File: config.mk
export PLATFORM = sky130hd
export DESIGN_NAME = dsp_top
export DESIGN_NICKNAME = d
export VERILOG_FILES = /design/src/verilog/dsp_bus_pkg.sv /design/src/verilog/dsp_arith_pkg.sv /design/src/verilog/dsp_mul_if.sv /design/src/verilog/dsp_top.sv /design/src/verilog/dsp_regs.sv /design/src/verilog/dsp_simd_mult.sv /design/src/verilog/booth_lane_mult.sv
export SDC_FILE = /design/constraint.sdc
export NUM_CORES = 2
export LEC_CHECK = 0
export BUFFER_PORTS_ARGS = -buffer_cell sky130_fd_sc_hd__buf_4
export CORE_MARGIN = 2
export CORE_UTILIZATION = 45
export DETAILED_ROUTE_END_ITERATION = 12
export SYNTH_ARGS = -nofsm -noshare
export SYNTH_HDL_FRONTEND = slang
export SYNTH_HIERARCHICAL = 1
export SYNTH_SLANG_ARGS = --single-unit
File: constraint.sdc
create_clock -name clk -period 8.17 [get_ports clk]
set_input_delay 0.4085 -clock clk [delete_from_list [all_inputs] [get_ports clk]]
set_output_delay 0.4085 -clock clk [all_outputs]
set_load 0.03 [all_outputs]
File: src/verilog/dsp_bus_pkg.sv
`default_nettype none

package dsp_bus_pkg;

   typedef logic [31:0] wb_data_t;
   typedef logic [4:0]  wb_adr_t;   // byte address.

   // register map.
   localparam wb_adr_t REG_A      = 5'h00;
   localparam wb_adr_t REG_B      = 5'h04;
   localparam wb_adr_t REG_CTRL   = 5'h08;
   localparam wb_adr_t REG_STATUS = 5'h0C;
   localparam wb_adr_t REG_RES_LO = 5'h10;
   localparam wb_adr_t REG_RES_HI = 5'h14;

   // control bits.
   localparam int CTRL_GO     = 0;   // self clearing.
   localparam int CTRL_SIGNED = 1;
   localparam int CTRL_DOT    = 2;

   // status bits.
   localparam int STAT_BUSY    = 0;
   localparam int STAT_OVERRUN = 1;

endpackage

`default_nettype wire

File: src/verilog/dsp_arith_pkg.sv
`default_nettype none

package dsp_arith_pkg;

   localparam int LANE_W_DEF = 16;

   typedef logic [LANE_W_DEF-1:0]   lane_t;
   typedef logic [2*LANE_W_DEF-1:0] prod_t;
   typedef logic [4*LANE_W_DEF-1:0] wide_t;

   typedef enum logic {
      OP_PAIR = 1'b0,   // two independent lane products.
      OP_DOT  = 1'b1    // lane products summed.
   } op_mode_t;

   // one radix-4 digit out of a 3-bit multiplier window.
   typedef struct packed {
      logic negate;
      logic double;
      logic zero;
   } booth_digit_t;

   function automatic booth_digit_t booth_decode(input logic [2:0] win);
      booth_digit_t d;
      d.zero   = (win == 3'b000) || (win == 3'b111);
      d.double = (win == 3'b011) || (win == 3'b100);
      d.negate = win[2] & ~d.zero;   // 111 is plain zero.
      return d;
   endfunction

endpackage

`default_nettype wire
File: src/verilog/dsp_mul_if.sv
`timescale 1ns/1ps
`default_nettype none

interface dsp_mul_if;
   import dsp_arith_pkg::*;
   import dsp_bus_pkg::*;

   logic     start;    // one cycle pulse.
   wb_data_t a_word;
   wb_data_t b_word;
   logic     is_signed;
   op_mode_t mode;

   logic     done;     // start plus two cycles.
   wide_t    result;

   modport regs (
      output start, a_word, b_word, is_signed, mode,
      input  done, result
   );

   modport dp (
      input  start, a_word, b_word, is_signed, mode,
      output done, result
   );

endinterface

`default_nettype wire

File: src/verilog/dsp_top.sv
`timescale 1ns/1ps
`default_nettype none

module dsp_top #(
   parameter int LANE_W = 16
) (
   input  logic                  clk,
   input  logic                  arst_n,
   input  logic                  wb_cyc,
   input  logic                  wb_stb,
   input  logic                  wb_we,
   input  dsp_bus_pkg::wb_adr_t  wb_adr,
   input  dsp_bus_pkg::wb_data_t wb_dat_w,
   output dsp_bus_pkg::wb_data_t wb_dat_r,
   output logic                  wb_ack
);

   dsp_mul_if mul ();

   dsp_regs u_regs (
      .clk      (clk),
      .arst_n   (arst_n),
      .wb_cyc   (wb_cyc),
      .wb_stb   (wb_stb),
      .wb_we    (wb_we),
      .wb_adr   (wb_adr),
      .wb_dat_w (wb_dat_w),
      .wb_dat_r (wb_dat_r),
      .wb_ack   (wb_ack),
      .mul      (mul.regs)
   );

   // two lanes and the combine stage.
   dsp_simd_mult #(.LANE_W(LANE_W)) u_mult (
      .clk    (clk),
      .arst_n (arst_n),
      .mul    (mul.dp)
   );

endmodule

`default_nettype wire

File: src/verilog/dsp_regs.sv
`timescale 1ns/1ps
`default_nettype none

module dsp_regs (
   input  logic                  clk,
   input  logic                  arst_n,
   input  logic                  wb_cyc,
   input  logic                  wb_stb,
   input  logic                  wb_we,
   input  dsp_bus_pkg::wb_adr_t  wb_adr,
   input  dsp_bus_pkg::wb_data_t wb_dat_w,
   output dsp_bus_pkg::wb_data_t wb_dat_r,
   output logic                  wb_ack,
   dsp_mul_if.regs               mul
);
   import dsp_arith_pkg::*;
   import dsp_bus_pkg::*;

   logic     req;
   logic     wr;
   logic     rd;
   logic     go_wr;
   wb_data_t reg_a;
   wb_data_t reg_b;
   wb_data_t res_lo;
   wb_data_t res_hi;
   wb_data_t rd_mux;
   logic     ctrl_signed;
   logic     ctrl_dot;
   logic     busy;
   logic     overrun;
   logic     start_q;

   assign req   = wb_cyc & wb_stb & ~wb_ack;   // no new request during ack.
   assign wr    = req & wb_we;
   assign rd    = req & ~wb_we;
   assign go_wr = wr && (wb_adr == REG_CTRL) && wb_dat_w[CTRL_GO];

   always_comb begin
      rd_mux = '0;
      case (wb_adr)
         REG_A:      rd_mux = reg_a;
         REG_B:      rd_mux = reg_b;
         REG_CTRL: begin
            rd_mux[CTRL_SIGNED] = ctrl_signed;
            rd_mux[CTRL_DOT]    = ctrl_dot;
         end
         REG_STATUS: begin
            rd_mux[STAT_BUSY]    = busy;
            rd_mux[STAT_OVERRUN] = overrun;
         end
         REG_RES_LO: rd_mux = res_lo;
         REG_RES_HI: rd_mux = res_hi;
         default:    rd_mux = '0;
      endcase
   end

   always_ff @(posedge clk or negedge arst_n) begin
      if (!arst_n) begin
         wb_ack   <= 1'b0;
         wb_dat_r <= '0;
      end else begin
         wb_ack   <= req;
         wb_dat_r <= rd ? rd_mux : '0;
      end
   end

   always_ff @(posedge clk or negedge arst_n) begin
      if (!arst_n) begin
         reg_a       <= '0;
         reg_b       <= '0;
         ctrl_signed <= 1'b0;
         ctrl_dot    <= 1'b0;
      end else if (wr) begin
         case (wb_adr)
            REG_A: reg_a <= wb_dat_w;
            REG_B: reg_b <= wb_dat_w;
            REG_CTRL: begin
               ctrl_signed <= wb_dat_w[CTRL_SIGNED];
               ctrl_dot    <= wb_dat_w[CTRL_DOT];
            end
            default: ;
         endcase
      end
   end

   always_ff @(posedge clk or negedge arst_n) begin
      if (!arst_n) begin
         start_q <= 1'b0;
         busy    <= 1'b0;
         overrun <= 1'b0;
         res_lo  <= '0;
         res_hi  <= '0;
      end else begin
         start_q <= go_wr & ~busy;
         if (go_wr && !busy) begin
            busy <= 1'b1;
         end else if (mul.done) begin
            busy <= 1'b0;
         end
         if (go_wr) overrun <= busy;   // cleared by an accepted go.
         if (mul.done) begin
            res_lo <= mul.result[31:0];
            res_hi <= mul.result[63:32];
         end
      end
   end

   assign mul.start     = start_q;
   assign mul.a_word    = reg_a;
   assign mul.b_word    = reg_b;
   assign mul.is_signed = ctrl_signed;
   assign mul.mode      = ctrl_dot ? OP_DOT : OP_PAIR;

   a_ack_single: assert property (@(posedge clk) disable iff (!arst_n)
      wb_ack |=> !wb_ack);

   a_start_idle: assert property (@(posedge clk) disable iff (!arst_n)
      $rose(mul.start) |-> !$past(busy));

endmodule

`default_nettype wire

File: src/verilog/dsp_simd_mult.sv
`timescale 1ns/1ps
`default_nettype none

module dsp_simd_mult #(
   parameter int LANE_W = 16
) (
   input  logic  clk,
   input  logic  arst_n,
   dsp_mul_if.dp mul
);
   import dsp_arith_pkg::*;

   localparam int PW = $bits(prod_t);
   localparam int WW = $bits(wide_t);

   lane_t    a_lo;
   lane_t    a_hi;
   lane_t    b_lo;
   lane_t    b_hi;
   prod_t    p_lo;
   prod_t    p_hi;
   logic     v1;
   logic     sgn1;
   op_mode_t mode1;
   wide_t    ext_lo;
   wide_t    ext_hi;
   wide_t    combined;

   assign a_lo = lane_t'(mul.a_word[LANE_W-1:0]);
   assign a_hi = lane_t'(mul.a_word[2*LANE_W-1:LANE_W]);
   assign b_lo = lane_t'(mul.b_word[LANE_W-1:0]);
   assign b_hi = lane_t'(mul.b_word[2*LANE_W-1:LANE_W]);

   booth_lane_mult #(.LANE_W(LANE_W)) u_lo (
      .clk       (clk),
      .arst_n    (arst_n),
      .x         (a_lo),
      .y         (b_lo),
      .is_signed (mul.is_signed),
      .product   (p_lo)
   );

   booth_lane_mult #(.LANE_W(LANE_W)) u_hi (
      .clk       (clk),
      .arst_n    (arst_n),
      .x         (a_hi),
      .y         (b_hi),
      .is_signed (mul.is_signed),
      .product   (p_hi)
   );

   // stage 1 side band.
   always_ff @(posedge clk or negedge arst_n) begin
      if (!arst_n) begin
         v1    <= 1'b0;
         sgn1  <= 1'b0;
         mode1 <= OP_PAIR;
      end else begin
         v1    <= mul.start;
         sgn1  <= mul.is_signed;
         mode1 <= mul.mode;
      end
   end

   assign ext_lo = {{(WW-PW){sgn1 & p_lo[PW-1]}}, p_lo};
   assign ext_hi = {{(WW-PW){sgn1 & p_hi[PW-1]}}, p_hi};

   assign combined = (mode1 == OP_DOT) ? ext_lo + ext_hi : {p_hi, p_lo};

   // stage 2.
   always_ff @(posedge clk or negedge arst_n) begin
      if (!arst_n) begin
         mul.done   <= 1'b0;
         mul.result <= '0;
      end else begin
         mul.done   <= v1;
         mul.result <= combined;
      end
   end

   a_done_latency: assert property (@(posedge clk) disable iff (!arst_n)
      mul.start |-> ##2 mul.done);

endmodule

`default_nettype wire

File: src/verilog/booth_lane_mult.sv
`timescale 1ns/1ps
`default_nettype none

module booth_lane_mult #(
   parameter int LANE_W = 16
) (
   input  logic                 clk,
   input  logic                 arst_n,
   input  dsp_arith_pkg::lane_t x,
   input  dsp_arith_pkg::lane_t y,
   input  logic                 is_signed,
   output dsp_arith_pkg::prod_t product
);
   import dsp_arith_pkg::*;

   localparam int NW = LANE_W/2 + 1;   // windows.
   localparam int RW = LANE_W + 2;     // partial product row.

   // leading constant standing in for the sign extension of every row.
   function automatic prod_t sign_const();
      prod_t k;
      k = '0;
      for (int i = 0; i < NW; i++) begin
         k = k - (prod_t'(1) << (LANE_W + 1 + 2*i));
      end
      return k;
   endfunction

   localparam prod_t SIGN_K = sign_const();

   logic              x_ext;
   logic              y_ext;
   logic [LANE_W+2:0] xw;
   logic [LANE_W:0]   ye;
   booth_digit_t      dig [NW];
   logic [RW-1:0]     row [NW];
   prod_t             pp_sum;
   prod_t             x_full;
   prod_t             y_full;
   prod_t             ref_prod;   // plain multiply.

   assign x_ext = is_signed & x[LANE_W-1];
   assign y_ext = is_signed & y[LANE_W-1];

   // top window is all sign bits in signed mode and so decodes to zero.
   assign xw = {x_ext, x_ext, x[LANE_W-1:0], 1'b0};
   assign ye = {y_ext, y[LANE_W-1:0]};

   for (genvar i = 0; i < NW; i++) begin : g_pp
      logic [RW-1:0] mag;
      logic [RW-1:0] word;

      assign dig[i] = booth_decode(xw[2*i+2 -: 3]);

      always_comb begin
         if (dig[i].zero) begin
            mag = '0;
         end else if (dig[i].double) begin
            mag = {ye, 1'b0};
         end else begin
            mag = {ye[LANE_W], ye};
         end
      end

      assign word   = dig[i].negate ? ~mag : mag;   // +1 added in the sum.
      assign row[i] = {~word[RW-1], word[RW-2:0]};
   end

   always_comb begin
      pp_sum = SIGN_K;
      for (int i = 0; i < NW; i++) begin
         pp_sum = pp_sum + (prod_t'(row[i]) << (2*i));
         pp_sum = pp_sum + (prod_t'(dig[i].negate) << (2*i));   // negate correction.
      end
   end

   always_ff @(posedge clk or negedge arst_n) begin
      if (!arst_n) begin
         product <= '0;
      end else begin
         product <= pp_sum;
      end
   end

   assign x_full   = {{LANE_W{x_ext}}, x[LANE_W-1:0]};
   assign y_full   = {{LANE_W{y_ext}}, y[LANE_W-1:0]};
   assign ref_prod = x_full * y_full;

   // booth sum against the plain product.
   a_product_ok: assert property (@(posedge clk) disable iff (!arst_n)
      product == $past(ref_prod));

endmodule

`default_nettype wire

# Yosys cells after proc, flatten, opt, wreduce, memory -nomap -nowiden
# Cells that the tools add are included.
[word_totals] ff_bits=298 inputBits=42 output_inout_bits=33 wordCells=316
[op_classes] n_addsub=37 eq_ne=55 mux=63 n_bitwise=84 n_reduce_logical=59
[op_table] cell="two-way mux 18 bit" n=32
[op_table] cell="NOT 18 bit" n=16
[op_table] cell="two-way mux 17 bit" n=16
[op_table] cell="adder 32 bit" n=4
[op_table] cell="one-hot mux 29 bit (4 select lines)" n=1
[op_table] cell="== test 3 bit (second input constant)" n=32
[op_table] cell="two-way mux 16 bit" n=6
[op_table] cell="adder 31 x 18 -> 32 bit (first input constant)" n=2
[op_table] cell="adder 32 x 1 -> 32 bit" n=2
[op_table] cell="adder 32 x 11 -> 32 bit" n=2
[op_table] cell="adder 32 x 13 -> 32 bit" n=2
[op_table] cell="adder 32 x 15 -> 32 bit" n=2
[op_table] cell="adder 32 x 17 -> 32 bit" n=2
[op_table] cell="adder 32 x 20 -> 32 bit" n=2
[op_table] cell="adder 32 x 22 -> 32 bit" n=2
[op_table] cell="adder 32 x 24 -> 32 bit" n=2
[op_table] cell="adder 32 x 26 -> 32 bit" n=2
[op_table] cell="adder 32 x 28 -> 32 bit" n=2
[op_table] cell="adder 32 x 3 -> 32 bit" n=2
[op_table] cell="adder 32 x 30 -> 32 bit" n=2
[op_table] cell="adder 32 x 5 -> 32 bit" n=2
[op_table] cell="adder 32 x 7 -> 32 bit" n=2
[op_table] cell="adder 32 x 9 -> 32 bit" n=2
[op_table] cell="two-way mux 64 bit" n=1
[op_table] cell="other kinds (20)" n=158

# Logic depth before layout (Yosys ltp)
[logic_depth] depth_word=24 mapped_depth=23 depth_no_buf=22

# By module
# Netlist, hierarchy kept.
[modules_own_cells] mod="booth_lane_mult (u_mult.u_lo)" instances=1 cells_each=1108 area_per_inst_um2=9238.9
[modules_own_cells] mod="booth_lane_mult (u_mult.u_hi)" instances=1 cells_each=1115 area_per_inst_um2=9227.6
[modules_own_cells] mod="dsp_regs" instances=1 cells_each=425 area_per_inst_um2=6995.5
[modules_own_cells] mod="dsp_simd_mult" instances=1 cells_each=457 area_per_inst_um2=4367.9

# Worst setup path after synthesis
# OpenSTA, ideal clock, no wires.
[synth_timing] path_type="reg2reg" startpoint="reg u_regs.reg_a[21], in the netlist u_regs/mul.a_word[21]" endpoint="reg u_mult.u_hi.product[30]" setup_time_ns=0.104 arrival_ns=6.135 required_ns=8.066 slack_ns=1.931 path_stages_with_launch=23 path_cell_list="dfrtp_1 -> clkbuf_1 -> inv_1 -> nor3_1 -> clkbuf_1 -> a221oi_1 -> fa_1 -> inv_1 -> fa_1 -> fa_1 -> fa_1 -> inv_1 -> fa_1 -> inv_1 -> ha_1 -> and3_4 -> a31oi_1 -> o21ai_1 -> or3_1 -> o21ai_2 -> o211ai_2 -> a2111o_1 -> o311ai_1"
[synth_via] elab_chain_len=20 word_cells_on_any_way=40
[synth_lines] item="from (decl)" line="dsp_regs.sv:23" text="wb_data_t reg_a;"
[synth_lines] item="from (signal assigned)" line="dsp_regs.sv:76" text="REG_A: reg_a <= wb_dat_w;"
[synth_lines] item="== test 3 x 2 -> 1 bit (tied with other cells)" line="dsp_arith_pkg.sv:26" text="d.double = (win == 3'b011) || (win == 3'b100);"
[synth_lines] item="logical OR 1 bit (on tied branches)" line="dsp_arith_pkg.sv:26, dsp_arith_pkg.sv:25"
[synth_lines] item="two-way mux 17 bit (tied with other cells)" line="booth_lane_mult.sv:58" text="end else if (dig[i].double) begin"
[synth_lines] item="two-way mux 18 bit (tied with other cells)" line="booth_lane_mult.sv:56" text="if (dig[i].zero) begin"
[synth_lines] item="NOT 18 bit / two-way mux 18 bit (equally long branches)" line="booth_lane_mult.sv:65" text="assign word = dig[i].negate ? ~mag : mag;"
[synth_lines] item="two-way mux 18 bit / NOT 1 bit (equally long branches)" line="booth_lane_mult.sv:65, booth_lane_mult.sv:66"
[synth_lines] item="adder 32 x 22 -> 32 bit" line="booth_lane_mult.sv:72" text="pp_sum = pp_sum + (prod_t'(row[i]) << (2*i));"
[synth_lines] item="adder 32 x 5 -> 32 bit" line="booth_lane_mult.sv:73" text="pp_sum = pp_sum + (prod_t'(dig[i].negate) << (2*i));"
[synth_lines] item="[5 not listed]"
[synth_lines] item="adder 32 x 11 -> 32 bit *" line="booth_lane_mult.sv:73"
[synth_lines] item="adder 32 x 30 -> 32 bit *" line="booth_lane_mult.sv:72"
[synth_lines] item="adder 32 x 13 -> 32 bit *" line="booth_lane_mult.sv:73"
[synth_lines] item="adder 32 bit *" line="booth_lane_mult.sv:72"
[synth_lines] item="adder 32 x 15 -> 32 bit *" line="booth_lane_mult.sv:73"
[synth_lines] item="adder 32 bit *" line="booth_lane_mult.sv:72"
[synth_lines] item="adder 32 x 17 -> 32 bit *" line="booth_lane_mult.sv:73"
[synth_lines] item="named net u_mult.u_hi.pp_sum[30]" line="booth_lane_mult.sv:37" text="prod_t pp_sum;"
[synth_lines] item="to (signal assigned)" line="booth_lane_mult.sv:81" text="product <= pp_sum;"
[synth_lines] item="to (decl)" line="booth_lane_mult.sv:12" text="output dsp_arith_pkg::prod_t product"
# Mark *: on every way through the listed nets, which the timed path passes. The rest lies on a longest branch.
# A chain may end at the register's enable or synchronous reset.

# Final worst setup path
[layout_timing] startpoint="reg u_regs.reg_a[19], in the netlist u_regs/mul.a_word[19]" endpoint="reg u_mult.u_hi.product[30]"
[layout_via] elab_chain_len=22 word_cells_on_any_way=42
[layout_lines] item="== test 3 x 2 -> 1 bit (tied with other cells)" line="dsp_arith_pkg.sv:26"
[layout_lines] item="logical OR 1 bit (on tied branches)" line="dsp_arith_pkg.sv:26, dsp_arith_pkg.sv:25"
[layout_lines] item="two-way mux 17 bit (tied with other cells)" line="booth_lane_mult.sv:58"
[layout_lines] item="two-way mux 18 bit (tied with other cells)" line="booth_lane_mult.sv:56"
[layout_lines] item="NOT 18 bit / two-way mux 18 bit (equally long branches)" line="booth_lane_mult.sv:65"
[layout_lines] item="two-way mux 18 bit / NOT 1 bit (equally long branches)" line="booth_lane_mult.sv:65, booth_lane_mult.sv:66"
[layout_lines] item="adder 32 x 20 -> 32 bit" line="booth_lane_mult.sv:72"
[layout_lines] item="adder 32 x 3 -> 32 bit" line="booth_lane_mult.sv:73"
[layout_lines] item="[7 not listed]"
[layout_lines] item="adder 32 x 11 -> 32 bit *" line="booth_lane_mult.sv:73"
[layout_lines] item="adder 32 x 30 -> 32 bit *" line="booth_lane_mult.sv:72"
[layout_lines] item="adder 32 x 13 -> 32 bit *" line="booth_lane_mult.sv:73"
[layout_lines] item="adder 32 bit *" line="booth_lane_mult.sv:72"
[layout_lines] item="adder 32 x 15 -> 32 bit *" line="booth_lane_mult.sv:73"
[layout_lines] item="adder 32 bit *" line="booth_lane_mult.sv:72"
[layout_lines] item="adder 32 x 17 -> 32 bit *" line="booth_lane_mult.sv:73"
[layout_lines] item="named net u_mult.u_hi.pp_sum[30]" line="booth_lane_mult.sv:37"
# Marks and branches as above.

==> results.sh <==
export IMPL_status="completed"
export IMPL_path_depth=19
export IMPL_clock_skew_ns=0.0237
export IMPL_path_clk_slew_ns=0.07
export IMPL_crit_top_cell="fa_1"
export IMPL_reg2reg_from="u_regs/mul.a_word[19]"
export IMPL_antenna_found_initial=1
export IMPL_yosys_area_top_type="dfrtp_1"
export IMPL_use_met3_pct=4.13
export IMPL_met1_usage_pct=40.4
export IMPL_crit_chain="xor2_1 -> a221oi_1 -> fa_1 -> inv_1 -> fa_1 -> fa_1 -> fa_1 -> inv_1 -> fa_1 -> inv_1 -> ha_1 -> and3_4 -> a31oi_1 -> o21ai_1 -> or3_1 -> o21ai_2 -> o211ai_2 -> a2111o_1 -> o311ai_1"
export IMPL_cp_data_arrival_time_ns=7.67
export IMPL_clock_sinks=298
export IMPL_synth_area_leaders="dfrtp_1 (25%), fa_1 (14%), ha_1 (9.8%)"
export IMPL_design_die_area_mm2=0.0684
export IMPL_cp_end_kind="flop"
export IMPL_finalHoldViolCount=0
export IMPL_yosysSeqAreaShare_pct=25.0
export IMPL_syn_nets=3591
export IMPL_power_frac_clock_pct=17.0
export IMPL_die_w_um=261
export IMPL_cp_slowest_cell="xor2_1"
export IMPL_critical_path_endpoint="u_mult/u_hi/product[30]"
export IMPL_synth_top_area_share_pct=25.0
export IMPL_diodes=0
export IMPL_yosysMostFrequentCell="dfrtp_1"
export IMPL_grt_max_degree=110
export IMPL_slowest_delay_ns=1.05
export IMPL_cts_resized=0
export IMPL_fin_crit_sh_pct=88.2
export IMPL_synth_edff_count=0
export IMPL_power_frac_seq_pct=21.9
export IMPL_wl_per_cell_um=23.7
export IMPL_ff_latch_area_mm2=0.00746
export IMPL_ctsLongestPathBuffers=3
export IMPL_grt_pass1_wl_mm=145
export IMPL_multi_input_area_mm2=0.0205
export IMPL_vias=23700
export IMPL_ant_nets=0
export IMPL_ys_ff_latch=298
export IMPL_routed_via_density=6.02
export IMPL_grt_overflow_total=0
export IMPL_grt_busiest_layer="met2"
export IMPL_leakage_nw=16.4
export IMPL_die_h_um=261
export IMPL_combinationalPowerShare_pct=61.1
export IMPL_slew_headroom_pct=11.6
export IMPL_worstPathRequired_ns=8.63
export IMPL_area_growth_pct=8.52
export IMPL_cts_tree="built"
export IMPL_r2r_end="u_mult/u_hi/product[30]"
export IMPL_totalWireLength_mm=93.3
export IMPL_row_count=94
export IMPL_synthTopCellsByCount="dfrtp_1 (298), xor2_1 (260), ha_1 (233)"
export IMPL_ios=75
export IMPL_fillCellCount=6063
export IMPL_drt_iter0_drc=2398
export IMPL_cap_violations=0
export IMPL_vdd_drop_max_mv=0.208
export IMPL_met2_usage_pct=43.0
export IMPL_drive_above_1_share_pct=15.4
export IMPL_start_kind="flop"
export IMPL_avgSynthCellArea_um2=9.61
export IMPL_worstMarginPinSlew_ns=1.32
export IMPL_core_mm2=0.0657
export IMPL_setup_tns_ns=0
export IMPL_p_sw_share_pct=46.4
export IMPL_place_congestion=0.942
export IMPL_finalSetupViolations=0
export IMPL_grt_pass1_vias=23700
export IMPL_port_buffers=74
export IMPL_synthDistinctLibCells=87
export IMPL_syn_inst=3105
export IMPL_final_nets=3532
export IMPL_finalCriticalPeriod_ns=7.21
export IMPL_async_reset_ff_share_pct=100
export IMPL_pwr_density_cell_mw_per_mm2=304
export IMPL_cts_htree_levels=2
export IMPL_firstDrtPassIters=5
export IMPL_slew_violations=0
export IMPL_hpwl_mm=69.4
export IMPL_r2r_slack_ns=0.96
export IMPL_final_cells=3936
export IMPL_crit_buf_inv=3
export IMPL_crit_family="adder cells"
export IMPL_ys_flop_type="dfrtp_1"
export IMPL_cts_buffers=36
export IMPL_initial_utilization_pct=45.4
export IMPL_fmaxAchievable_ghz=0.139
export IMPL_hp_class="in2reg"
export IMPL_critPathKind="reg2reg"
export IMPL_r2r_cells=19
export IMPL_netlist_area_mm2=0.0298
export IMPL_drc=0
export IMPL_insertion_delay_ns=0.57
export IMPL_dp_cells=3870
export IMPL_switching_power_mw=4.56
export IMPL_cts_root_buf="clkbuf_16"
export IMPL_grtUsageTotal_pct=27.7
export IMPL_critPathMaxFanout=16
export IMPL_cell_internal_pwr_mw=5.27
export IMPL_yosys_warnings=6
export IMPL_crit_start="u_regs/mul.a_word[19]"
export IMPL_rsz0062_at_grt="false"
[cell type report]
cell class | instances | area share, %
clock buffer | 46 | 3.08
clock inverter | 18 | 0.696
inverter | 233 | 2.70
multi-input combinational | 2310 | 63.2
sequential | 298 | 23.0
tap | 864 | 3.34
timing repair buffer | 167 | 3.91
[metal layers]
metal	wire length, um	share of wire (%)	vias to the layer above
li1	-	-	10600
met1	42400	45	12000
met2	42200	45	914
met3	6560	7.0	133
met4	2130	2.3	2
met5	13	0.014	-
[cells in the final DEF (no fill, tap or decap), types with 12 or more instances in the layout]
cell       instances
nand3_1           16
nand2_2           30
a221o_1           20
mux4_2            28
a21o_1            27
ha_1             233
xnor2_1           86
dfrtp_1          296
a21oi_1          128
a221oi_1          91
inv_1            230
mux2_2           129
a22oi_1           98
and2_1            32
o31ai_1           20
o21ai_1           12
nor2_1           215
nand2_1          167
buf_4            164
xor2_1           259
nor2b_1           40
o21ai_0          206
a211oi_1          16
nand4_1           16
mux2_4            31
a31oi_1           12
nor3_1            29
fa_1             211
nand2b_1          17
clkbuf_16         36
[metrics by stage]
| step | utilization, % | total power, mW | hold WS [ns] | setup slack (ns) | instance area, um2 |
|---|---|---|---|---|---|
| global route | 49.2 | 10.7 | 0.0569 | 0.701 | 32400 |
| floorplan | - | 6.49 | 0.113 | 1.93 | 29800 |
| finish | 49.2 | 9.84 | 0.0742 | 0.961 | 32400 |
| global placement | 47.3 | 7.98 | 0.336 | 1.18 | 31100 |
| CTS | 49.2 | 9.85 | 0.0392 | 1.01 | 32400 |
| detailed placement | 47.3 | 8.08 | 0.336 | 1.04 | 31100 |
[worst min path at each step]
stage                                 from               endpoint  slack, ns  cells past startpoint
after global routing          wb_dat_w[10]  u_regs/mul.b_word[10]       0.06                      2
after global placement    u_regs/mul.start              u_mult/v1       0.34                      0
final                         wb_dat_w[11]  u_regs/mul.b_word[11]       0.07                      2
after CTS                     wb_dat_w[11]  u_regs/mul.b_word[11]       0.04                      2
after detailed placement  u_regs/mul.start              u_mult/v1       0.34                      0
after floorplan                     arst_n           u_mult/mode1       0.11                      0
[cell families (layout without fill, tap and decap cells)]
| logic type | count (synthesis) | in the layout | share of synthesized area, % |
|---|---|---|---|
| multiplexers | 196 | 196 | 8.81 |
| AND/OR/NAND/NOR | 602 | 602 | 9.39 |
| other | 2 | 2 | 0.0252 |
| AO/OA/AOI/OAI | 720 | 720 | 16.2 |
| adder cells (fa/ha/maj) | 444 | 444 | 23.9 |
| XOR/XNOR | 346 | 346 | 10.2 |
| buffers and inverters | 497 | 464 | 6.47 |
| flip-flops | 298 | 298 | 25.0 |
[repair_timing]
item                                   4_1_cts  5_1_grt
hold buffers                                 2        0
endpoints found under the hold margin      107        0
buffers inserted                             0        0
[registers in the layout, indices dropped and copies added, names as in the netlist]
register,cells
u_mult/sgn1,1
u_mult/v1,1
u_regs/res_lo,32
u_regs/overrun,1
u_mult/u_hi/product,32
u_mult/u_lo/product,32
u_regs/mul.b_word,32
u_mult/mul.done,1
u_regs/wb_ack,1
u_regs/wb_dat_r,32
u_regs/res_hi,32
u_regs/mul.start,1
u_regs/ctrl_dot,1
u_regs/mul.is_signed,1
u_regs/busy,1
u_mult/mode1,1
u_mult/mul.result,64
u_regs/mul.a_word,32
[power groups by stage]
stage / registers (mW) / clock network [mW] / logic [mW]
after floorplan: 1.96 / 0 / 4.52
after global placement: 2.17 / 0 / 5.81
after detailed placement: 2.16 / 0 / 5.92
after CTS: 2.15 / 1.72 / 5.98
after global routing: 2.18 / 1.78 / 6.73
final: 2.16 / 1.68 / 6.01
Power figures use the tool's default switching activity.
